File: config.mk
export PLATFORM = sky130hd
export DESIGN_NAME = span_counter
export DESIGN_NICKNAME = d
export VERILOG_FILES = /design/src/bram_batch_pkg.sv /design/src/span_counter.sv
export VERILOG_INCLUDE_DIRS = /design/src /design/src/include
export SDC_FILE = /design/constraint.sdc
export NUM_CORES = 1
export LEC_CHECK = 0
export ABC_AREA = 1
export BUFFER_PORTS_ARGS = -buffer_cell sky130_fd_sc_hd__buf_2
export CAP_MARGIN = 10
export CELL_PAD_IN_SITES_DETAIL_PLACEMENT = 0
export CELL_PAD_IN_SITES_GLOBAL_PLACEMENT = 2
export CORE_MARGIN = 2
export CORE_UTILIZATION = 31
export CTS_CLUSTER_DIAMETER = 60
export DETAILED_ROUTE_END_ITERATION = 6
export PLACE_DENSITY = 0.92
export SLEW_MARGIN = 30
export SYNTH_ARGS = -nofsm -noshare
export SYNTH_HDL_FRONTEND = slang
export SYNTH_SLANG_ARGS = --single-unit
File: constraint.sdc
create_clock -name aclk -period 2.7 [get_ports aclk]
set_input_delay 0.135 -clock aclk [delete_from_list [all_inputs] [get_ports aclk]]
set_output_delay 0.135 -clock aclk [all_outputs]
set_load 0.01 [all_outputs]
File: src/include/bram_batch_cfg.svh
`ifndef BRAM_BATCH_CFG_SVH
`define BRAM_BATCH_CFG_SVH

// Bank geometry
`define BB_BANK_COUNT 4
`define BB_BANK_DEPTH 64

`define BB_DATA_WIDTH 32   // Stream word

// Control register byte offsets
`define BB_REG_CMD      8'h00
`define BB_REG_WR_BANKS 8'h04
`define BB_REG_WR_SPAN  8'h08
`define BB_REG_RD_BANKS 8'h0c
`define BB_REG_RD_SPAN  8'h10
`define BB_REG_STATUS   8'h14

`endif

File: src/bram_batch_pkg.sv
`include "bram_batch_cfg.svh"

package bram_batch_pkg;

    typedef enum logic [1:0] {
        OP_NONE   = 2'd0,
        OP_WRITE  = 2'd1,
        OP_READ   = 2'd2,
        OP_DUPLEX = 2'd3
    } batch_op_e;

    typedef enum logic [2:0] {
        S_IDLE,
        S_WR_SETUP,
        S_WR_RUN,
        S_RD_SETUP,
        S_RD_RUN,
        S_DX_SETUP,
        S_DX_RUN,
        S_DONE
    } seq_state_e;

    // Full batch command as launched
    typedef struct packed {
        batch_op_e   op;
        logic [7:0]  wr_first;
        logic [7:0]  wr_last;
        logic [15:0] wr_addr_start;
        logic [15:0] wr_addr_count;
        logic [7:0]  rd_first;
        logic [7:0]  rd_last;
        logic [15:0] rd_addr_start;
        logic [15:0] rd_addr_count;
    } batch_cmd_t;

    typedef struct packed {
        logic        start;        // Load address and count
        logic        enable;
        logic [15:0] start_addr;
        logic [15:0] count_limit;
    } span_ctl_t;

    typedef struct packed {
        logic [15:0] addr;
        logic        active;       // Words remain in this pass
        logic        done;
    } span_pos_t;

    typedef struct packed {
        logic                      valid;
        logic [`BB_DATA_WIDTH-1:0] data;
    } stream_beat_t;

    // ==============================
    // AXI4-Lite channels by direction
    // ==============================
    typedef struct packed {
        logic [7:0]  awaddr;
        logic        awvalid;
        logic [31:0] wdata;
        logic [3:0]  wstrb;
        logic        wvalid;
        logic        bready;
        logic [7:0]  araddr;
        logic        arvalid;
        logic        rready;
    } axil_req_t;

    typedef struct packed {
        logic        awready;
        logic        wready;
        logic        bvalid;
        logic [1:0]  bresp;
        logic        arready;
        logic        rvalid;
        logic [31:0] rdata;
        logic [1:0]  rresp;
    } axil_rsp_t;

endpackage

File: src/span_counter.sv
`timescale 1ns/1ps

module span_counter (
    input  logic                      aclk,
    input  logic                      aresetn,
    input  bram_batch_pkg::span_ctl_t ctl,
    output bram_batch_pkg::span_pos_t pos
);

    logic [15:0] addr_q;
    logic [15:0] remain_q;
    logic        step;

    assign step = ctl.enable && (remain_q != 16'd0);

    always_ff @(posedge aclk) begin
        if (!aresetn)
            remain_q <= '0;
        else if (ctl.start)
            remain_q <= ctl.count_limit;
        else if (step)
            remain_q <= remain_q - 16'd1;
    end

    // Address wraps in the bank array
    always_ff @(posedge aclk) begin
        if (ctl.start)
            addr_q <= ctl.start_addr;
        else if (step)
            addr_q <= addr_q + 16'd1;
    end

    assign pos.addr   = addr_q;
    assign pos.active = remain_q != 16'd0;
    assign pos.done   = remain_q == 16'd0;   // Zero count finishes at once

endmodule
Word level (Yosys, flattened, before mapping)
Index checks and enable logic that the tools add are counted.
{ "word_totals": {"out_inout_bits": 18, "in_bits": 36, "register_bits": 32} }
{ "classes": {"n_mux": 4, "n_addsub": 2, "reduce_logical": 4} }
{ "op_table": {"columns": ["cell", "n"], "rows": [
  ["$mux W16", 4],
  ["$add A16 B1 Y16 const B", 1],
  ["$logic_not A16 Y1", 1],
  ["$reduce_bool A16 Y1", 1],
  ["$sub A16 B1 Y16 const B", 1],
  ["$reduce_bool A2 Y1", 1],
  ["$logic_and A1 B1 Y1", 1]
]} }

Logic depth before layout (Yosys ltp)
Gate-level depths: netlist of run 1.
{ "logic_depth": {"depth_word": 4, "mapped_depth": 11} }

Worst setup path before layout of run 1
OpenSTA, ideal clock, no wires.
{ "synth_path": {"path_type": "register -> register", "from": "reg remain_q[0]", "to": "reg addr_q[0], enable pin", "arrival_ps": 1306, "path_slack_ps": 1083, "n_path_buf": 1, "setup_ps": 310, "path_stages_with_launch": 9, "period_less_slack_ps": 1617, "required_ps": 2390, "cell_sequence": "dfxtp_1 > inv_1 > ha_1 > nand2_4 > nor2_4 > nand2_4 > nand2_8 > nand2_4 > buf_8"} }
{ "synth_between": {"elab_chain_cells": 3} }
{ "synth_rtl": {"columns": ["item", "line_no", "source"], "rows": [
  ["start: declaration", "span_counter.sv:11", "logic [15:0] remain_q;"],
  ["start signal: assignment", "span_counter.sv:20", "remain_q <= ctl.count_limit;"],
  ["start signal: assignment", "span_counter.sv:22", "remain_q <= remain_q - 16'd1;"],
  ["$reduce_bool A16 Y1", "span_counter.sv:14", "assign step = ctl.enable && (remain_q != 16'd0);"],
  ["$logic_and A1 B1 Y1", "span_counter.sv:14", null],
  ["$reduce_bool A2 Y1 (no line)", null, null],
  ["end signal: assignment", "span_counter.sv:28", "addr_q <= ctl.start_addr;"],
  ["end signal: assignment", "span_counter.sv:30", "addr_q <= addr_q + 16'd1;"],
  ["end: declaration", "span_counter.sv:10", "logic [15:0] addr_q;"]
]} }
Every way passes these cells.
A chain may end at the register's enable or synchronous reset.

==> results of run 1 <==
==> power by group through the flow <==
stage	registers (µW)	clock network, µW	logic [µW]
2_1_floorplan	636	0	250
3_3_place_gp	635	0	363
3_5_place_dp	635	0	366
4_1_cts	624	478	367
5_1_grt	634	502	415
6_report	625	466	362
==> worst paths after layout <==
| path | end | slack (ns) | depth (start not counted) |
|---|---|---|---|
| worst max register to register | addr_q[1]$_DFFE_PP_ | 0.87 | 7 |
| worst max-delay path | pos[0] | 0.81 | 9 |
| worst min-delay path | addr_q[14]$_DFFE_PP_ | 0.11 | 3 |
| worst min register to register | remain_q[9]$_SDFFE_PN0P_ | 0.54 | 2 |
==> registers in the layout (all words and copies together) (netlist names) <==
signal,flops
addr_q,16
remain_q,16
==> synth_stat cells <==
cell,n
o22a_1,1
nor3b_1,1
buf_2,1
buf_8,1
inv_1,23
and2_1,1
nand2_1,90
inv_2,2
o21bai_1,2
nand3b_1,3
nand2_2,1
nor3_1,8
o31ai_1,1
nand2_8,1
nand3_2,1
a21oi_1,13
clkinv_1,1
xor2_1,8
nand3_1,20
nor2_1,45
ha_1,2
nor2_4,4
nor2_2,10
o21ai_1,7
buf_1,2
nand2_4,3
xnor2_1,5
a21oi_2,1
clkbuf_1,3
dfxtp_1,16
nand4_1,2
nor3_2,2
a31oi_1,2
o21ai_0,9
edfxtp_1,16
==> metal layers <==
metal / vias up / GRT usage, % / wire length, µm
met3: 4 / 3.20 / 320
met1: 933 / 19.5 / 2580
met4: 0 / 4.90 / 40
li1: 1108 / - / -
met5: - / 0 / 0
met2: 53 / 25.6 / 2550
==> stage by stage <==
step | hold slack [ns] | setup slack (ns) | utilization, % | power [µW]
4_1_cts | 0.110 | 0.798 | 38.8 | 1470
3_5_place_dp | 0.411 | 0.867 | 37.2 | 1000
6_report | 0.113 | 0.813 | 38.8 | 1450
2_1_floorplan | 0.233 | 1.08 | - | 886
3_3_place_gp | 0.414 | 0.915 | 37.2 | 998
5_1_grt | 0.112 | 0.654 | 38.8 | 1550
==> critical path: stages, from the launching register on <==
cell and delay [ns]:
dfxtp_1 0.35, inv_1 0.12, ha_1 0.24, nand2_4 0.10, nor2_4 0.15, nand4_1 0.13, inv_1 0.09, nand3_1 0.09
inv_1 0.06, buf_2 0.12
==> cells in the final DEF (no fill, tap or decap), drive strengths merged, types with 6 or more instances in the layout <==
cell / n
o21ai: 16
edfxtp: 16
xor2: 8
nor3: 10
nand3: 21
dfxtp: 16
nor2: 59
a21oi: 14
nand2: 95
buf: 55
clkbuf: 6
inv: 25
==> layout make-up <==
class,count,area (µm²),share of cell area (%)
Clock buffer,6,72.6,2.75
Tap cell,96,120,4.56
Sequential cell,32,801,30.4
Clock inverter,2,35.0,1.33
Inverter,26,97.6,3.70
Timing Repair Buffer,55,280,10.6
Multi-Input combinational cell,243,1230,46.7
==> cells by family after synthesis <==
kind of cell / synth area share (%)
buffers and inverters: 6.29
adders and majority gates: 1.15
xor gates and xnor gates: 5.25
DFF: 37.0
AOI/OAI and AO/OA: 9.12
and+or+nand+nor: 41.2
==> metrics, run 1 <==
status=finished, final reports clean; max-cap violations=0; Final setup viols=0; n_diodes=0; maximum clock path buffer count=2; Worst VDD drop=roughly 230 µV; f_max=530 MHz; RSZ-0062 raised after global routing=false; clock share of power=32.1%; first-pass GRT wire length=approximately 9100 µm; routed wire length=5500 µm; grt ovf=0; Syn Nets=346; vias=roughly 2100; Post-CTS Setup Inserts=0; top cell type's share of synthesized area=22.2%; Net Sw Frac=32.2%; synthesized area=approximately 0.0022 mm²; crit share post-route=a little over two thirds; area post-placement=0.00253 mm²; # nets final=401; Die Y=roughly 88 µm; Post-Place Cells=between 400 and 500; root buffer cell=clkbuf_8; vias in the first global route=2011; dominant cells by area after synthesis=edfxtp_1 (22%), nand2_1 (16%), dfxtp_1 (15%); Placer Congestion=0.783; critical setup path kind=flip-flop to output port; num rows=30; die area=0.00768 mm²; static leakage=approximately 0.0012 µW; CTS tree=built; CP max FO=5; largest net degree at the start of global routing=30; Initial Util=31.9%; max-slew violation count=0; post-synthesis cell count=roughly 310; drt drc=0; startpoint types=flip-flop; Synth area leader=edfxtp_1; Worst Hold Launch=ctl[30]; combinational share of power=roughly 25%; post_cts resized=0; Via-to-Cell Ratio=4.56; CTS Buf Count=5; share of layout cells above drive strength 1=around a quarter; antenna violations before repair=0; Final Hold Vio Count=0; PD cells=551 mW/mm²; slew of the pin with the lowest slew margin=between 0.4 and 0.5 ns; CP Launch Point=remain_q[0]$_SDFFE_PN0P_; count of different cell masters after synthesis=35; register area share after synthesis=37.0%; CTS Hold Bufs=0; IO buf count=53; Clock Skews=0.00627 ns; Tmin final=1.89 ns; crit end category=output port; Reg-to-Reg Start=remain_q[0]$_SDFFE_PN0P_; Avg Cell Area, Syn=7.04 µm²; drt first pass iters=4; gr usage total=15.2%; Switch Pwr=468 µW; post-route insts no fill=460; Sequential Power Share=43.0%; die width=87.6 µm; number of antenna-violating nets in the routed design=0; Reg clk slew, reported paths=0.07 ns; Clk Latency, worst-skew pair=0.29 ns; # IOs=54; CTS Sinks=32; Pint=985 µW; FILL cells=~750; Seq cells post-synth=32; H-Tree Depth=2; Worst slew margin=71.8%; WP data required=2.57 ns; Layout Area Growth over Synthesis=21.7%; DRT iter0 DRCs=53; final setup TNS=0 ns; core area=0.00679 mm²; Critical Path AT=about 1.8 ns; Final Cell Area=~0.0026 mm²; WL per Instance=11.9 µm; DP HPWL=4090 µm; worst hold path class=primary input to flip-flop; Yosys Warn Count=0
Note: power is estimated with default switching activity, not from simulation.
==> inputs of run 2 (changes only) <==
Settings changed: CORE_UTILIZATION 31 to 29, PLACE_DENSITY 0.92 to 0.87.
Clock period 2.7 ns to 1.9 ns, I/O delays scaled along.
==> run 2 against run 1 <==
Effect of this change:
- routed wire length increased by 5.9%
- core utilization is 2.1 points lower
- critical endpoint unchanged
- clock power grew 15%
- sequential cell count unchanged
- sequential share of layout area down 0.26 points
- cell count rose by 1.5%
- die area rose by 6.6%
==> metrics, run 2 (synthesized netlist as in run 1, its figures left out) <==
H-Tree Depth=2; Clock Skews=0.00944 ns; maximum clock path buffer count=2; CTS tree=built; hold_ws=0.0668 ns; drt drc=0; crit share post-route=roughly nine tenths; DP HPWL=between 4000 and 5000 µm; max-slew violation count=0; combinational share of power=a little over a quarter; most used cell along the critical path=inv_1; Worst path slowest cell=dfxtp_1; WL per Instance=12.5 µm; clock share of power=27.4%; Clk Latency, worst-skew pair=around 0.29 ns; commonest non-fill, non-tap cell in the layout=nand2_1; grt ovf=0; f_max=581 MHz; Switch Pwr=slightly below 700 µW; static leakage=0.00124 µW; routed wire length=5820 µm; Final setup viols=0; # IOs=54; WP depth=9; vias=~2100; Pint=1280 µW; Reg clk slew, reported paths=0.08 ns; largest net degree at the start of global routing=30; Sequential Power Share=a little under half; Critical Path End=pos[0]; Placer Congestion=around 0.79; Largest stage delay, worst path=~0.36 ns; first-pass GRT wire length=9690 µm; critical setup path kind=flip-flop to output port; CP Launch Point=remain_q[0]$_SDFFE_PN0P_; slew of the pin with the lowest slew margin=0.431 ns; root buffer cell=clkbuf_8; CP max FO=4; Die Y=90.4 µm; Critical Path AT=1.62 ns; CTS Buf Count=5; startpoint types=flip-flop; Initial Util=29.9%; die width=90.4 µm; PD cells=739 mW/mm²; core area=0.00725 mm²; post-placement setup slack=0.0798 ns; top flop regs=addr_q: 16 flops, remain_q: 16 flops; final setup TNS=0 ns; DRT iter0 DRCs=77; Worst VDD drop=294 µV; Net Sw Frac=34.9%; RSZ-0062 raised after global routing=false; gr usage total=14.7%; post-route setup slack=0.180 ns; FILL cells=843; Tmin final=1.72 ns; die area=approximately 0.0082 mm²; num rows=31; Worst slew margin=71.2%; r2r setup slk=0.18 ns; Final Hold Vio Count=0; FF-to-FF path depth=7; max-cap violations=0; IO buf count=53; Via-to-Cell Ratio=around 4.6; WP buf/inv=4; worst r2r dst=addr_q[3]$_DFFE_PP_; worst hold path class=primary input to flip-flop; antenna violations before repair=0; fin util=36.7%; status=finished, final reports clean; CTS Sinks=32; Reg-to-Reg Start=remain_q[0]$_SDFFE_PN0P_; Layout Area Growth over Synthesis=22.7%; crit path cell chain=inv_2 > ha_4 > nand2_4 > nor2_4 > nand4_1 > inv_1 > nand3_1 > inv_1 > buf_2; drt first pass iters=4; n_diodes=0; CTS Hold Bufs=0; number of antenna-violating nets in the routed design=0; CP delay by family, top=simple AND/OR/NAND/NOR gates; WP data required=1.80 ns; Tot Pwr=1960 µW; most frequent cells in the layout=nand2_1 (90), buf_2 (53), nor2_1 (45), inv_1 (22), nand3_1 (20); share of layout cells above drive strength 1=25.0%; crit end category=output port; # nets final=405; vias in the first global route=between 2000 and 2500
[run 2: worst reg2reg max path, cell delays in order, from the launching register on]
cell     delay, ns
dfxtp_1       0.42
inv_2         0.09
ha_4          0.18
nand2_4       0.10
nor2_4        0.06
nand2_4       0.09
nand2_8       0.08
nand2_4       0.34
[run 2: what timing repair did]
action                     CTS  global route
setup endpoints to repair    0            22
gates resized for setup      0             3
setup buffers                0             2
[run 2: power groups by stage]
stage,combinational [µW],sequential [µW],clock (µW)
final,538,888,538
after global routing,613,901,577
after CTS,531,887,550
after detailed placement,528,903,0
after global placement,523,901,0
after floorplan,355,903,0
[run 2: area by class of cell]
type | instances | area, µm² | share of cell area [%]
Multi-Input combinational cell | 243 | 1240 | 46.7
Sequential cell | 32 | 801 | 30.1
Timing Repair Buffer | 59 | 310 | 11.7
Tap cell | 99 | 124 | 4.66
Inverter | 26 | 97.6 | 3.67
Clock buffer | 6 | 72.6 | 2.73
Clock inverter | 2 | 11.3 | 0.424
[run 2: routing by layer]
layer / GRT usage [%] / part of all wire (%)
met4: 4.74 / 1.3
met2: 25.3 / 47
met3: 3.01 / 3.8
met1: 18.4 / 48
met5: 0 / 0
[run 2: stage by stage]
step	instance area, µm²	cells
2_1_floorplan	2170	308
4_1_cts	2630	465
6_report	2660	467
3_5_place_dp	2550	457
5_1_grt	2660	467
3_3_place_gp	2550	457
[run 2: worst min-delay path by stage]
stage / startpoint / endpoint / slack [ns] / depth (start not counted)
floorplan: aresetn / remain_q[10]$_SDFFE_PN0P_ / 0.19 / 2
global placement: ctl[29] / addr_q[13]$_DFFE_PP_ / 0.37 / 3
detailed placement: ctl[29] / addr_q[13]$_DFFE_PP_ / 0.37 / 3
CTS: ctl[29] / addr_q[13]$_DFFE_PP_ / 0.06 / 3
global route: ctl[29] / addr_q[13]$_DFFE_PP_ / 0.08 / 3
finish: ctl[28] / addr_q[12]$_DFFE_PP_ / 0.07 / 3
==> inputs of run 3 (changes only) <==
Settings changed: SETUP_SLACK_MARGIN set to 0.4.
==> run 3 against run 2 <==
Effect of this change:
- power increased by 5.9%
- via count rose by 6.1%
- first-iteration DRC count down 7.8%
- design area rose by 13%
- critical path type is now flip-flop to flip-flop
- highest routed layer unchanged
- die area did not move
- sequential share of layout area down 3.0 points
==> metrics, run 3 (synthesized netlist as in run 1, its figures left out) <==
commonest non-fill, non-tap cell in the layout=nand2_1; H-Tree Depth=2; number of antenna-violating nets in the routed design=0; startpoint types=flip-flop; die area=0.00818 mm²; root buffer cell=clkbuf_8; CTS Buf Count=5; slew of the pin with the lowest slew margin=0.541 ns; CTS Hold Bufs=0; most frequent cells in the layout=nand2_1 (85), buf_2 (53), nor2_1 (37), buf_4 (27), inv_1 (21); WP buf/inv=2; gr usage total=14.8%; Largest stage delay, worst path=0.36 ns; top flop regs=addr_q: 16 flops, remain_q: 16 flops; DRT iter0 DRCs=71; WL per Instance=12.5 µm; antenna violations before repair=0; vias in the first global route=2136; Placer Congestion=between 0.7 and 0.8; worst hold path class=primary input to flip-flop; Clk Latency, worst-skew pair=0.29 ns; grt ovf=0; CP delay by family, top=simple AND/OR/NAND/NOR gates; f_max=650 MHz; share of layout cells above drive strength 1=37.2%; status=finished, final reports clean; largest net degree at the start of global routing=30; maximum clock path buffer count=2; CTS Sinks=32; Initial Util=29.9%; Layout Area Growth over Synthesis=38.2%; Reg clk slew, reported paths=around 0.070 ns; Worst slew margin=around 64%; Critical Path AT=around 1.5 ns; n_diodes=0; DP HPWL=4340 µm; Final setup viols=0; Via-to-Cell Ratio=4.62; Worst VDD drop=353 µV; hold_ws=0.0746 ns; core area=0.00725 mm²; most used cell along the critical path=nand2_4; first-pass GRT wire length=9850 µm; # IOs=54; PD cells=695 mW/mm²; Tmin final=1.54 ns; # nets final=429; Die Y=90.4 µm; max-cap violations=0; Worst path slowest cell=dfxtp_4; die width=90.4 µm; CTS tree=built; drt drc=0; WP data required=1.89 ns; vias=approximately 2300; final setup TNS=0 ns; static leakage=0.00137 µW; routed wire length=6130 µm; CP max FO=14; crit path cell chain=inv_4 > ha_4 > nand2_4 > buf_4 > nor2_4 > nand2_4 > nand2_8 > nand2_4; Clock Skews=roughly 0.011 ns; IO buf count=between 50 and 60; crit share post-route=81.0%; RSZ-0062 raised after global routing=true; crit end category=flip-flop; max-slew violation count=0; num rows=31; Final Hold Vio Count=0; drt first pass iters=4; critical setup path kind=flip-flop to flip-flop
-- run 3: area by class of cell --
class                      count  area [µm²]
clock inverter                 2        11.3
multi-input combinational    244        1390
tap                           99         124
sequential                    32         811
clock buffer                   6        72.6
timing repair buffer          82         490
fill                         813        4260
inverter                      26         100
-- run 3: worst reg2reg max path: stages (launching register included) --
cell and delay (ns):
dfxtp_4 0.36, inv_4 0.06, ha_4 0.13, nand2_4 0.06, buf_4 0.14, nor2_4 0.12, nand2_4 0.09, nand2_8 0.13
nand2_4 0.17
-- run 3: final timing paths --
kind / from / to / slack [ns] / cells past startpoint
setup / recovery: remain_q[0]$_SDFFE_PN0P_ / addr_q[3]$_DFFE_PP_ / 0.36 / 8
hold / removal: ctl[28] / addr_q[12]$_DFFE_PP_ / 0.07 / 3
setup reg to reg: remain_q[0]$_SDFFE_PN0P_ / addr_q[3]$_DFFE_PP_ / 0.36 / 8
hold reg to reg: remain_q[9]$_SDFFE_PN0P_ / remain_q[9]$_SDFFE_PN0P_ / 0.54 / 2
-- run 3: routing by layer --
metal / GRT usage (%) / routed length, µm / part of all wire, % / up-vias
li1: - / - / - / 1165
met1: 19.0 / 2750 / 45 / 1031
met2: 25.6 / 2950 / 48 / 64
met3: 3.01 / 384 / 6.3 / 7
met4: 3.59 / 48 / 0.78 / 0
met5: 0 / 0 / 0 / -
-- run 3: timing repair --
item / in CTS / in global routing
gates cloned: 0 / 1
setup buffers: 13 / 12
endpoints found under the hold margin: 0 / 0
resized for setup: 14 / 28
pin swaps: 7 / 12
endpoints found under the setup margin: 34 / 40
-- run 3: power breakdown --
group,internal [µW],total [µW],switching (µW)
logic,292,666,374
clock network,254,525,271
registers,809,890,81.2
total,1350,2080,725
-- run 3: per-stage QoR --
| step | setup slack (ns) | area [µm²] | utilization, % | power, µW | cells |
|---|---|---|---|---|---|
| finish | 0.361 | 2990 | 41.3 | 2080 | 491 |
| global route | 0.261 | 2990 | 41.3 | 2210 | 491 |
| CTS | 0.335 | 2800 | 38.6 | 2030 | 478 |
| detailed placement | 0.142 | 2570 | 35.4 | 1440 | 457 |
| global placement | 0.188 | 2570 | 35.4 | 1430 | 457 |
| floorplan | 0.349 | 2190 | - | 1270 | 308 |
