`src/include/bram_batch_cfg.svh`:
```
`ifndef BRAM_BATCH_CFG_SVH
`define BRAM_BATCH_CFG_SVH

// Bank geometry
`define BB_BANK_COUNT 4
`define BB_BANK_DEPTH 64

`define BB_DATA_WIDTH 32   // Stream word

// Control register byte offsets
`define BB_REG_CMD      8'h00
`define BB_REG_WR_BANKS 8'h04
`define BB_REG_WR_SPAN  8'h08
`define BB_REG_RD_BANKS 8'h0c
`define BB_REG_RD_SPAN  8'h10
`define BB_REG_STATUS   8'h14

`endif

```
`src/bram_batch_pkg.sv`:
```
`include "bram_batch_cfg.svh"

package bram_batch_pkg;

    typedef enum logic [1:0] {
        OP_NONE   = 2'd0,
        OP_WRITE  = 2'd1,
        OP_READ   = 2'd2,
        OP_DUPLEX = 2'd3
    } batch_op_e;

    typedef enum logic [2:0] {
        S_IDLE,
        S_WR_SETUP,
        S_WR_RUN,
        S_RD_SETUP,
        S_RD_RUN,
        S_DX_SETUP,
        S_DX_RUN,
        S_DONE
    } seq_state_e;

    // Full batch command as launched
    typedef struct packed {
        batch_op_e   op;
        logic [7:0]  wr_first;
        logic [7:0]  wr_last;
        logic [15:0] wr_addr_start;
        logic [15:0] wr_addr_count;
        logic [7:0]  rd_first;
        logic [7:0]  rd_last;
        logic [15:0] rd_addr_start;
        logic [15:0] rd_addr_count;
    } batch_cmd_t;

    typedef struct packed {
        logic        start;        // Load address and count
        logic        enable;
        logic [15:0] start_addr;
        logic [15:0] count_limit;
    } span_ctl_t;

    typedef struct packed {
        logic [15:0] addr;
        logic        active;       // Words remain in this pass
        logic        done;
    } span_pos_t;

    typedef struct packed {
        logic                      valid;
        logic [`BB_DATA_WIDTH-1:0] data;
    } stream_beat_t;

    // ==============================
    // AXI4-Lite channels by direction
    // ==============================
    typedef struct packed {
        logic [7:0]  awaddr;
        logic        awvalid;
        logic [31:0] wdata;
        logic [3:0]  wstrb;
        logic        wvalid;
        logic        bready;
        logic [7:0]  araddr;
        logic        arvalid;
        logic        rready;
    } axil_req_t;

    typedef struct packed {
        logic        awready;
        logic        wready;
        logic        bvalid;
        logic [1:0]  bresp;
        logic        arready;
        logic        rvalid;
        logic [31:0] rdata;
        logic [1:0]  rresp;
    } axil_rsp_t;

endpackage

```
`src/batch_sequencer.sv`:
```
`timescale 1ns/1ps

module batch_sequencer (
    input  logic                       aclk,
    input  logic                       aresetn,
    input  logic                       launch,
    input  bram_batch_pkg::batch_cmd_t cmd,
    output bram_batch_pkg::span_ctl_t  wr_ctl,
    output bram_batch_pkg::span_ctl_t  rd_ctl,
    input  bram_batch_pkg::span_pos_t  wr_pos,
    input  bram_batch_pkg::span_pos_t  rd_pos,
    input  logic                       in_valid,
    output logic [7:0]                 wr_bank,
    output logic [7:0]                 rd_bank,
    output logic                       batch_done,
    output logic                       wr_done_set,
    output logic                       rd_done_set
);
    import bram_batch_pkg::*;

    seq_state_e  state_q;
    seq_state_e  state_d;
    batch_op_e   op_q;
    logic [7:0]  wr_bank_q;
    logic [7:0]  rd_bank_q;
    logic [7:0]  wr_last_q;
    logic [7:0]  rd_last_q;
    logic [15:0] wr_start_q;
    logic [15:0] wr_count_q;
    logic [15:0] rd_start_q;
    logic [15:0] rd_count_q;
    logic        wr_fin_q;
    logic        rd_fin_q;
    logic        idle_launch;
    logic        in_run;
    logic        wr_at_last;
    logic        rd_at_last;
    logic        wr_step;
    logic        rd_step;
    logic        wr_end;
    logic        rd_end;

    assign idle_launch = (state_q == S_IDLE) && launch;
    assign in_run      = state_q inside {S_WR_RUN, S_RD_RUN, S_DX_RUN};

    // first > last also lands here on the first bank
    assign wr_at_last = wr_bank_q >= wr_last_q;
    assign rd_at_last = rd_bank_q >= rd_last_q;

    // A side steps when its counter drains its current bank
    assign wr_step = in_run && !wr_fin_q && wr_pos.done;
    assign rd_step = in_run && !rd_fin_q && rd_pos.done;
    assign wr_end  = wr_fin_q || (wr_step && wr_at_last);
    assign rd_end  = rd_fin_q || (rd_step && rd_at_last);

    // ==============================
    // Next state
    // ==============================
    always_comb begin
        state_d = state_q;
        case (state_q)
            S_IDLE: begin
                if (launch) begin
                    case (cmd.op)
                        OP_WRITE:  state_d = S_WR_SETUP;
                        OP_READ:   state_d = S_RD_SETUP;
                        OP_DUPLEX: state_d = S_DX_SETUP;
                        default:   state_d = S_IDLE;
                    endcase
                end
            end
            S_WR_SETUP: state_d = S_WR_RUN;
            S_RD_SETUP: state_d = S_RD_RUN;
            S_DX_SETUP: state_d = S_DX_RUN;
            S_WR_RUN, S_RD_RUN, S_DX_RUN: begin
                if (wr_end && rd_end)
                    state_d = S_DONE;
            end
            S_DONE:  state_d = S_IDLE;
            default: state_d = S_IDLE;
        endcase
    end

    always_ff @(posedge aclk) begin
        if (!aresetn) begin
            state_q   <= S_IDLE;
            wr_bank_q <= '0;
            rd_bank_q <= '0;
            wr_fin_q  <= 1'b1;
            rd_fin_q  <= 1'b1;
        end else begin
            state_q <= state_d;
            if (idle_launch) begin
                wr_bank_q <= cmd.wr_first;
                rd_bank_q <= cmd.rd_first;
                wr_fin_q  <= !(cmd.op inside {OP_WRITE, OP_DUPLEX});   // Unused side starts finished
                rd_fin_q  <= !(cmd.op inside {OP_READ, OP_DUPLEX});
            end
            if (wr_step) begin
                if (wr_at_last)
                    wr_fin_q <= 1'b1;
                else
                    wr_bank_q <= wr_bank_q + 8'd1;
            end
            if (rd_step) begin
                if (rd_at_last)
                    rd_fin_q <= 1'b1;
                else
                    rd_bank_q <= rd_bank_q + 8'd1;
            end
        end
    end

    // Command copy for the batch
    always_ff @(posedge aclk) begin
        if (idle_launch) begin
            op_q       <= cmd.op;
            wr_last_q  <= cmd.wr_last;
            rd_last_q  <= cmd.rd_last;
            wr_start_q <= cmd.wr_addr_start;
            wr_count_q <= cmd.wr_addr_count;
            rd_start_q <= cmd.rd_addr_start;
            rd_count_q <= cmd.rd_addr_count;
        end
    end

    // ==============================
    // Counter control
    // ==============================
    assign wr_ctl.start       = (state_q inside {S_WR_SETUP, S_DX_SETUP}) ||
                                (wr_step && !wr_at_last);
    assign wr_ctl.enable      = in_run && !wr_fin_q && in_valid;   // Input gaps stall
    assign wr_ctl.start_addr  = wr_start_q;
    assign wr_ctl.count_limit = wr_count_q;

    assign rd_ctl.start       = (state_q inside {S_RD_SETUP, S_DX_SETUP}) ||
                                (rd_step && !rd_at_last);
    assign rd_ctl.enable      = in_run && !rd_fin_q;
    assign rd_ctl.start_addr  = rd_start_q;
    assign rd_ctl.count_limit = rd_count_q;

    assign wr_bank = wr_bank_q;
    assign rd_bank = rd_bank_q;

    assign batch_done  = state_q == S_DONE;
    assign wr_done_set = (state_q == S_DONE) && (op_q inside {OP_WRITE, OP_DUPLEX});
    assign rd_done_set = (state_q == S_DONE) && (op_q inside {OP_READ, OP_DUPLEX});

endmodule

```
`config.mk`:
```
export PLATFORM = sky130hd
export DESIGN_NAME = batch_sequencer
export DESIGN_NICKNAME = d
export VERILOG_FILES = /design/src/bram_batch_pkg.sv /design/src/batch_sequencer.sv
export VERILOG_INCLUDE_DIRS = /design/src /design/src/include
export SDC_FILE = /design/constraint.sdc
export NUM_CORES = 1
export LEC_CHECK = 0
export BUFFER_PORTS_ARGS = -buffer_cell sky130_fd_sc_hd__buf_2
export CORE_UTILIZATION = 42
export CTS_BUF_LIST = sky130_fd_sc_hd__clkbuf_4 sky130_fd_sc_hd__clkbuf_8
export CTS_CLUSTER_DIAMETER = 100
export CTS_CLUSTER_SIZE = 8
export DETAILED_ROUTE_END_ITERATION = 8
export GPL_ROUTABILITY_DRIVEN = 0
export GPL_TIMING_DRIVEN = 1
export HOLD_SLACK_MARGIN = 0.03
export PLACE_DENSITY = 0.89
export SKIP_LAST_GASP = 1
export SYNTH_ARGS = -nofsm -noshare
export SYNTH_HDL_FRONTEND = slang
export SYNTH_SLANG_ARGS = --single-unit
export TNS_END_PERCENT = 10
```
`constraint.sdc`:
```
create_clock -name aclk -period 4.05 [get_ports aclk]
set_input_delay 0.6075 -clock aclk [delete_from_list [all_inputs] [get_ports aclk]]
set_output_delay 0.6075 -clock aclk [all_outputs]
set_load 0.05 [all_outputs]
```
# After elaboration in Yosys (flattened, before gate mapping)
# Index checks and enable logic that the tools add are counted.
# Widths: inputs -> output; s select.
[word_totals]
ff_bits = 103
input_bits = 138
output_inout_bits = 87
word_cells = 80
[op_classes]
addsub = 2
magnitude_cmp = 2
n_eq_ne = 15
mux = 16
reduce_logical = 33
[op_table]
columns = ["op", "count"]
rows = [
  ["$mux 8", 6],
  ["$pmux 3 s6", 1],
  ["$add 8x1->8 const B", 2],
  ["$ge 8x8->1", 2],
  ["$logic_and 1x1->1", 13],
  ["$eq 3x3->1 const B", 4],
  ["$reduce_bool 2->1", 6],
  ["$pmux 3 s3", 1],
  ["$eq 2x2->1 const B", 4],
  ["$eq 3x2->1 const B", 2],
  ["$logic_not 1->1", 6],
  ["$mux 1", 6],
  ["$mux 3", 2],
  ["$eq 2x1->1 const B", 2],
  ["$logic_or 1x1->1", 4],
  ["$ne 2x2->1 const B", 2],
  ["$eq 3x1->1 const B", 1],
  ["$logic_not 3->1", 1],
  ["$reduce_bool 3->1", 1],
  ["$reduce_or 3->1", 1],
  ["$reduce_and 2->1", 1],
]

# Longest topological paths before layout
# Gate-level depths: netlist of run 1.
[logic_depth]
word_depth = 9
mapped_depth = 9

# Least setup slack after synthesis of run 1
# No wires, ideal clock.
[synth_timing]
path_type = "register to register"
start = "register state_q[1]"
end = "register rd_bank_q[2], in the netlist rd_bank[2]"
setup_ns = 0.074
arrival_time_ns = 3.760
path_slack_ns = 0.217
path_stages_with_launch = 7
n_path_buf = 1
cell_sequence = "dfxtp_1 -> nor2_4 -> nand3_4 -> inv_2 -> clkbuf_1 -> a32oi_1 -> nand3_1"
[synth_between]
elab_chain_cells = 5
word_cells_on_any_way = 11
classes_between = "eq/ne: 3; mux: 3; reduce/logical: 5"
[synth_lines]
columns = ["item", "line", "rtl"]
rows = [
  ["from (decl)", "batch_sequencer.sv:21", "seq_state_e state_q;"],
  ["from (signal assigned)", "batch_sequencer.sv:92", "state_q <= state_d;"],
  ["$logic_not 3->1 *", "batch_sequencer.sv:43", "assign idle_launch = (state_q == S_IDLE) && launch;"],
  ["$logic_and 1x1->1 *", "batch_sequencer.sv:43", ""],
  ["via idle_launch", "batch_sequencer.sv:34", "logic idle_launch;"],
  ["$mux 8 *", "batch_sequencer.sv:93", "if (idle_launch) begin"],
  ["$mux 8", "batch_sequencer.sv:106", "if (rd_at_last)"],
  ["$mux 8 *", "batch_sequencer.sv:105", "if (rd_step) begin"],
  ["to (signal assigned)", "batch_sequencer.sv:95", "rd_bank_q <= cmd.rd_first;"],
  ["to (signal assigned)", "batch_sequencer.sv:109", "rd_bank_q <= rd_bank_q + 8'd1;"],
  ["to (decl)", "batch_sequencer.sv:25", "logic [7:0] rd_bank_q;"],
]
# Mark *: on every way through the listed nets, which the timed path passes. The rest lies on a longest branch.
# A chain may end at the register's enable or synchronous reset.

==> metrics.txt, run 1 <==
Top FF cell, synth=edfxtp_1; Worst Path Max Fanout=7; clk sinks=approximately 100; Least-Margin Pin Slew=626.9 ps; Max Cap Violations=0; GRT overflow=0; post-DP HPWL=8213 um; die height=103.9 um; Cell variety after synth=67; core area=0.009910 mm^2; arrival time at the worst endpoint=between 2000 and 3000 ps; row cnt=36; LEAKAGE=~2.4 nW; GR Util All Layers=between 20% and 30%; TritonRoute pass-1 iters=4; vias in the first global route=3,446; Worst R2R Setup Slack=1670 ps; Final Cycle Share=between 80% and 90%; crit path to=wr_ctl[33]; largest cells by area after synthesis=edfxtp_1 (57%), dfxtp_1 (9.6%), ha_1 (5.2%); post-synthesis sequential area ratio=66.15%; Setup CP Type=reg -> out; flop and latch count out of synthesis=slightly above 100; post-layout min period=3259 ps; number of synthesized flops with an enable pin=82; Peak Freq=306.9 MHz; die area=between 0.01 and 0.015 mm^2; Routed WL=around 11,000 um; nets@finish=between 600 and 700; drt drc=0; Mapped Area=roughly 0.0044 mm^2; clk_skew=9.617 ps; Syn Area/Cell=13.53 um^2; Initial Util=43.98%; clock root cell=clkbuf_8; final setup vio count=0; via count=3,400; cell with the most instances after synthesis=edfxtp_1; clock buffer count from CTS=9; htree depth=3; path depth of the worst reg2reg path=8; CTS Hold Bufs=0; Reg-to-Reg Start=wr_bank[0]; Vias per Instance=5.207; area added between synthesis and finish=28.80%; Critical Path Start Type=register; worst hold slack=about 400 ps; CTS resizes=0; status=complete, no violations; RSZ-0062 raised after global routing=false; largest net degree at the start of global routing=52; CTS tree=done; ys async rst share=0%; layout cells sized above 1=43.16%; Final Max Slew Viols=0; Post-synth top cells=edfxtp_1 (82), nand2_1 (26), nand3_1 (25); Hold WC Path Type=in -> reg; Max VDD drop=0.4995 mV; Synth area leader=edfxtp_1; Crit path required time=3440 ps; Worst setup EP type=output port; I/O Pins=225; Final Hold Viols=0; CP startpoint=wr_bank[0]; Pwr Density=721.0 mW/mm^2; Post-DRT Antenna Nets=0; total number of yosys warnings=0; Clock Tree Buf Depth=2; syn nets=478; first-pass GRT wire length=16,890 um; R2R Path End=wr_bank[7]; Clk pin slew, worst setup/hold paths=100 ps; port buffer count=190; Die W=103.9 um; Iteration-0 DRC Markers=160; Fin Setup TNS=0 ps; per-cell routed wire length=16.41 um; post-CTS setup buffer count=0; Mapped Cells=322; initial antenna violation count=0; top cell type's share of synthesized area=a little under three fifths; Worst-Skew Late Latency=370 ps; max_slew headroom=58.21%
==> stage by stage <==
step	worst slack, ps	utilization, %	std cells	power (W)	cell area [um^2]
6_report	791.4	56.64	653	0.004047	5613
5_1_grt	654.5	56.62	652	0.004226	5610
4_1_cts	771.2	56.62	652	0.004071	5610
3_5_place_dp	1228	54.89	637	0.003495	5439
3_3_place_gp	1267	54.89	637	0.003436	5439
2_1_floorplan	216.8	-	322	0.003069	4358
==> registers in the layout, summed over array words and instances, names as in the netlist, 2 cells and up <==
name and flops:
rd_count_q 16, rd_start_q 16, wr_count_q 16, wr_start_q 16
rd_bank 8, rd_last_q 8, wr_bank 8, wr_last_q 8
state_q 3, op_q 2
==> worst min-delay path by stage <==
stage | from | endpoint | slack, ps | depth (start not counted)
2_1_floorplan | state_q[2] | state_q[2] | 500 | 2
3_3_place_gp | wr_bank[6] | wr_bank[6] | 510 | 2
3_5_place_dp | wr_bank[6] | wr_bank[6] | 530 | 2
4_1_cts | cmd[32] | rd_last_q[0] | 380 | 1
5_1_grt | cmd[35] | rd_last_q[3] | 390 | 1
6_report | cmd[18] | rd_start_q[2] | 400 | 1
==> power by group <==
group	leakage, nW	internal [W]	switching, W
Sequential	0.949	0.00150	0.000165
Clock	0.0809	0.000224	0.000356
Combinational	1.39	0.000446	0.00135
Total	2.42	0.00217	0.00187
==> critical path, cell delays in order, from the launching register on <==
cell	delay, ps
dfxtp_1	450
inv_1	90
ha_1	290
nand2b_4	160
a2111oi_4	390
o31ai_2	170
or2_1	350
nand2_1	120
buf_2	260
==> final cells by class <==
cell class / instances / area [um^2]
fill: 859 / 4297
sequential: 103 / 2883
multi-input combinational: 187 / 1339
timing repair buffer: 192 / 965.9
tap: 133 / 166.4
clock buffer: 9 / 123.9
inverter: 22 / 85.08
clock inverter: 6 / 47.55
antenna: 1 / 2.502
==> layer usage <==
layer / GRT usage, % / part of all wire (%) / up-vias
li1: - / - / 1607
met3: 5.764 / 8.3 / 18
met5: 0 / 0 / -
met1: 21.11 / 36 / 1619
met2: 36.90 / 53 / 156
met4: 9.694 / 2.2 / 0
==> kinds of logic after synthesis <==
logic type / Yosys count / synth area share (%)
and+or+nand+nor: 99 / 12.37
AOI/OAI and AO/OA: 66 / 12.35
adders and majority gates: 18 / 5.168
muxes: 1 / 0.2297
DFF: 103 / 66.15
buffers and inverters: 32 / 3.129
xor gates and xnor gates: 3 / 0.6030
==> layout by cell type, fill, tap and decap left out, types with 2 or more instances in the layout <==
master      count
buf_2         190
edfxtp_1       82
nand2_1        26
nand3_1        25
inv_1          21
dfxtp_1        21
ha_1           18
nor2_1         12
o21ai_0        11
a21oi_1        10
clkbuf_8        9
nor3_1          6
o311ai_0        5
and3_1          4
o21a_1          4
a32oi_1         4
and2_1          3
o21ai_1         3
nand3b_1        3
a21o_1          2
or2_1           2
nand2b_1        2
xor2_1          2
or3_1           2
a31oi_1         2
o2111ai_1       2
a311oi_1        2
nand4b_1        2
clkinv_4        2
clkinvlp_4      2
buf_4           2
Power figures use the tool's default switching activity.
==> run 2: changes to the inputs <==
- ABC_AREA: unset -> 1
- CORE_UTILIZATION: 42 -> 47
- PLACE_DENSITY: 0.89 -> 0.94
- clock period: 4.05 -> 3.15 ns (I/O delays scaled with it)
==> metrics.txt, run 2 <==
Clk pin slew, worst setup/hold paths=110 ps (about the same); arrival time at the worst endpoint=2120 ps (-530 ps); area added between synthesis and finish=29.69%; post-synthesis sequential area ratio=67.67% (+1.5 points); Multi-input gate area=0.001147 mm^2 (-14%); Peak Freq=385.8 MHz; most common cell after layout, fill and taps aside=buf_2; ys async rst share=0% (unchanged); Pwr Density=892.6 mW/mm^2 (+24%); CTS tree=done; Setup CP Type=reg -> out; Mapped Cells=343 (+6.5%); status=complete, no violations; drt drc=0 (unchanged); # fillers=685 (-20%); first-pass GRT wire length=16,390 um (-2.9%); max_slew headroom=69.79% (+12 points); Iteration-0 DRC Markers=111 (-31%); largest cells by area after synthesis=edfxtp_1 (58%), dfxtp_1 (9.9%), ha_1 (5.3%); htree depth=3 (unchanged); via count=3,256 (-4.2%); post-layout min period=between 2000 and 3000 ps; Clock Tree Buf Depth=2 (unchanged); clock buffer count from CTS=9 (unchanged); top cell type's share of synthesized area=57.80% (+1.3 points); I/O Pins=225 (unchanged); per-cell routed wire length=15.64 um (-4.7%); Final Cycle Share=82.28%; Least-Margin Pin Slew=450.3 ps (-176.6 ps); Max VDD drop=0.4871 mV (-2.5%); GRT overflow=0 (unchanged); final setup vio count=0 (unchanged); Routed WL=10,240 um (-4.4%); flop and latch count out of synthesis=103 (unchanged); Synth area leader=edfxtp_1; row cnt=34 (-5.6%); die area=0.009449 mm^2 (-12%); clk_skew=13.16 ps (+3.538 ps); clock root cell=clkbuf_8; total number of yosys warnings=0 (unchanged); vias in the first global route=3,423 (-0.67%); clk sinks=103 (unchanged); RSZ-0062 raised after global routing=false; CTS resizes=0 (unchanged); number of synthesized flops with an enable pin=82 (unchanged); antenna cells=0 (-1); die height=97.21 um (-6.4%); Post-DRT Antenna Nets=0 (unchanged); Worst Path Max Fanout=17 (+10); nets@finish=698 (+4.0%); final core utilization=63.05% (+6.4 points); Mapped Area=0.004260 mm^2 (-2.2%); Hold WC Path Type=in -> reg; syn nets=499 (+4.4%); LEAKAGE=2.602 nW (+7.5%); Critical Path Start Type=register; Max Cap Violations=0 (unchanged); Cell variety after synth=35 (-48%); layout cells sized above 1=42.05% (-1.1 points); Worst-Skew Late Latency=360 ps (about the same); post-DP HPWL=7997 um (-2.6%); post-CTS setup buffer count=0 (unchanged); Fin Setup TNS=0 ps (unchanged); CTS Hold Bufs=0 (unchanged); Final Hold Viols=0 (unchanged); largest net degree at the start of global routing=29 (-44%); core area=0.008763 mm^2 (-12%); Post-synth top cells=edfxtp_1 (82), nand2_1 (59), inv_1 (43); Die W=97.21 um (-6.4%); Top FF cell, synth=edfxtp_1; Crit path required time=2680 ps (-760 ps); Worst setup EP type=output port; port buffer count=190 (unchanged); Initial Util=48.62% (+4.6 points); initial antenna violation count=0 (unchanged); Final Max Slew Viols=0 (unchanged); cell with the most instances after synthesis=edfxtp_1; most frequent cells in the layout=buf_2 (190), edfxtp_1 (82), nand2_1 (59); Vias per Instance=4.971 (-4.5%); GR Util All Layers=22.51% (+2.3 points); TritonRoute pass-1 iters=4 (unchanged); Syn Area/Cell=12.42 um^2 (-8.2%); Register Area=0.002883 mm^2 (unchanged)
-- run 2: changes by cell type after synthesis, sizes merged, moves of 4 or more --
cell    change
a211oi      +4
a32oi       -4
and3        -5
clkbuf      -4
inv        +25
nand2      +36
nand3      -16
nor2       +12
o21ai       +5
o311ai      -6
xor2       +10
-- run 2: cells by family after synthesis --
logic type	synth area share [%]
xor gates and xnor gates	2.467
buffers and inverters	5.403
AOI/OAI and AO/OA	7.196
and+or+nand+nor	11.98
adders and majority gates	5.286
DFF	67.67
-- run 2: layout make-up --
type,count,area share (%)
clock buffers,10,2.378
clock inverters,6,1.132
inverters,49,3.351
multi-input cells,185,20.77
flip-flops and latches,103,52.17
well taps,108,2.446
repair buffers,194,17.75
-- run 2: path summary, 6_finish.rpt --
kind	depth (start not counted)	slack [ps]	end	from
setup / recovery	10	560	rd_ctl[33]	rd_bank[0]
hold / removal	1	280	rd_count_q[13]	cmd[13]
setup reg to reg	9	1260	rd_bank[1]	state_q[2]
hold reg to reg	2	580	wr_fin_q	wr_fin_q
-- run 2: power breakdown --
group          switching, W  internal, W
clock              0.000492     0.000318
sequential         0.000166      0.00185
combinational       0.00159     0.000507
-- run 2: worst max-delay path, stage by stage (launching register included) --
cell and delay (ps):
dfxtp_1 380, inv_1 110, ha_1 290, nand2_1 60, nor2_1 40, nor2_1 80, nand2_1 80, nand2_1 130
nand3_4 210, nand2_1 110, buf_2 260
-- run 2: per-layer routing --
metal / global-route usage [%] / routed length [um]
met3: 7.050 / 767
met5: 0 / 0
met4: 8.726 / 252
met1: 22.57 / 3600
met2: 42.80 / 5623
-- run 2: per-stage QoR --
stage / instance area (um^2) / worst slack (ps) / std cells / hold WS (ps) / total power (W)
floorplan: 4262 / 516.5 / 343 / 514.1 / 0.003634
global placement: 5331 / 1015 / 639 / 526.0 / 0.004055
detailed placement: 5331 / 963.8 / 639 / 550.6 / 0.004158
CTS: 5525 / 543.2 / 655 / 264.4 / 0.004965
global route: 5525 / 317.7 / 655 / 253.9 / 0.005194
finish: 5525 / 558.1 / 655 / 278.3 / 0.004932
==> run 3: changes to the inputs <==
- clock period: 3.15 -> 2.5 ns (I/O delays scaled with it)
==> metrics.txt, run 3 (same netlist as run 2, synthesis figures left out) <==
status=complete, no violations; row cnt=34 (unchanged); most common cell after layout, fill and taps aside=buf_2; RSZ-0062 raised after global routing=true; Psw=0.002826 W (+25%); Max VDD drop=0.6662 mV (+37%); Clk pin slew, worst setup/hold paths=110 ps (about the same); Peak Freq=~420 MHz; drt drc=0 (unchanged); Initial Util=48.62% (unchanged); clock root cell=clkbuf_8; CTS tree=done; clk_skew=9.097 ps (-4.058 ps); final setup vio count=0 (unchanged); Vias per Instance=4.965 (-0.12%); Die W=97.21 um (unchanged); Final Max Slew Viols=0 (unchanged); vias in the first global route=3,380 (-1.3%); LEAKAGE=2.607 nW (+0.22%); HP Start=cmd[6]; via count=3,252 (-0.12%); Reg-to-Reg Start=rd_bank[2]; CTS Hold Bufs=0 (unchanged); Pwr Density=1122 mW/mm^2 (+26%); # fillers=680 (-0.73%); first-pass GRT wire length=15,980 um (-2.5%); Hold WC Path Type=in -> reg; nets@finish=698 (unchanged); most frequent cells in the layout=buf_2 (188), edfxtp_1 (82), nand2_1 (59); largest net degree at the start of global routing=41 (+41%); Routed WL=10,160 um (-0.87%); post-DP HPWL=7891 um (-1.3%); antenna cells=0 (unchanged); GRT overflow=0 (unchanged); Crit path required time=2120 ps (-560 ps); area added between synthesis and finish=30.43%; Clock Tree Buf Depth=2 (unchanged); busiest grt layer=met2; TritonRoute pass-1 iters=4 (unchanged); clock share of power=16.1% (-0.3 points); max_slew headroom=70.42% (+0.62 points); Fin Setup TNS=0 ps (unchanged); Final Cycle Share=a little over nine tenths; htree depth=3 (unchanged); clk sinks=103 (unchanged); final core utilization=63.41% (+0.36 points); Net Sw Frac=45.31% (-0.35 points); Int Pwr=0.003411 W (+27%); per-cell routed wire length=15.50 um (-0.87%); Worst-Skew Late Latency=350 ps (about the same); Global Route met3 Usage=6.906% (-0.14 points); I/O Pins=225 (unchanged); core area=0.008763 mm^2 (unchanged); initial antenna violation count=0 (unchanged); die height=97.21 um (unchanged); GR Util met1=21.83% (-0.74 points); arrival time at the worst endpoint=2030 ps (-90 ps); met2 usage=41.28% (-1.5 points); GR Util All Layers=21.87% (-0.63 points); port buffer count=190 (unchanged); sequential power share=40.7% (-0.3 points); die area=0.009449 mm^2 (unchanged); CP startpoint=wr_bank[0]; Worst Path Max Fanout=16 (-1); layout cells sized above 1=42.23% (+0.18 points); Setup CP Type=reg -> out; Iteration-0 DRC Markers=91 (-18%); Worst setup EP type=output port; Least-Margin Pin Slew=441.0 ps (-9.291 ps); Post-DRT Antenna Nets=0 (unchanged); Final Hold Viols=0 (unchanged); post-layout min period=2402 ps; combinational share of power=43.2% (+0.6 points); clock buffer count from CTS=9 (unchanged); Critical Path Start Type=register; Max Cap Violations=0 (unchanged)
-- run 3: layout make-up --
cell class,instances,area (um^2),share of cell area [%]
Tap cell,108,135.1,2.432
Inverter,49,185.2,3.333
Sequential cell,103,2884,51.90
Multi-Input combinational cell,185,1147,20.65
Clock inverter,6,62.56,1.126
Timing Repair Buffer,194,1011,18.19
Clock buffer,10,131.4,2.364
-- run 3: path summary, 6_finish.rpt --
kind,to,slack [ps],cells after the start
worst min-delay path,rd_count_q[6],190,1
worst max-delay path,wr_ctl[33],100,10
worst min register to register,wr_fin_q,570,2
worst max register to register,rd_bank[0],610,10
-- run 3: per-layer routing --
metal | routed length [um] | up-vias
li1 | - | 1573
met1 | 3675 | 1522
met2 | 5466 | 132
met3 | 730 | 25
met4 | 282 | 0
met5 | 0 | -
-- run 3: timing repair --
item	in CTS	in global routing
endpoints found under the setup margin	0	2
setup buffers	0	1
gates resized for setup	0	3
hold endpoints to repair	0	0
-- run 3: metrics by stage --
| stage | power (W) | hold WS (ps) | area, um^2 | cells | worst slack [ps] |
|---|---|---|---|---|---|
| finish | 0.006237 | 188.9 | 5557 | 655 | 98.22 |
| global route | 0.006571 | 163.5 | 5557 | 655 | -113.4 |
| CTS | 0.006260 | 175.3 | 5543 | 654 | 14.82 |
| detailed placement | 0.005264 | 549.1 | 5349 | 638 | 421.4 |
| global placement | 0.005139 | 526.1 | 5349 | 638 | 465.2 |
| floorplan | 0.004579 | 473.9 | 4262 | 343 | -35.96 |
-- run 3: worst max-delay path, cell delays in order, from the launching register on --
cell      delay [ps]
dfxtp_1          390
inv_1             90
ha_1             300
nand2_1           60
nor2_1            40
nor2_1            70
nand2_1           50
nand2_1          110
nand3_4          190
o21ai_0          130
clkbuf_4         250
-- run 3: power groups by stage --
| stage | registers (W) | logic [W] | clock network (W) |
|---|---|---|---|
| 2_1_floorplan | 0.00358 | 0.00100 | 0 |
| 3_3_place_gp | 0.00255 | 0.00259 | 0 |
| 3_5_place_dp | 0.00258 | 0.00268 | 0 |
| 4_1_cts | 0.00254 | 0.00269 | 0.00103 |
| 5_1_grt | 0.00259 | 0.00289 | 0.00110 |
| 6_report | 0.00254 | 0.00269 | 0.00100 |
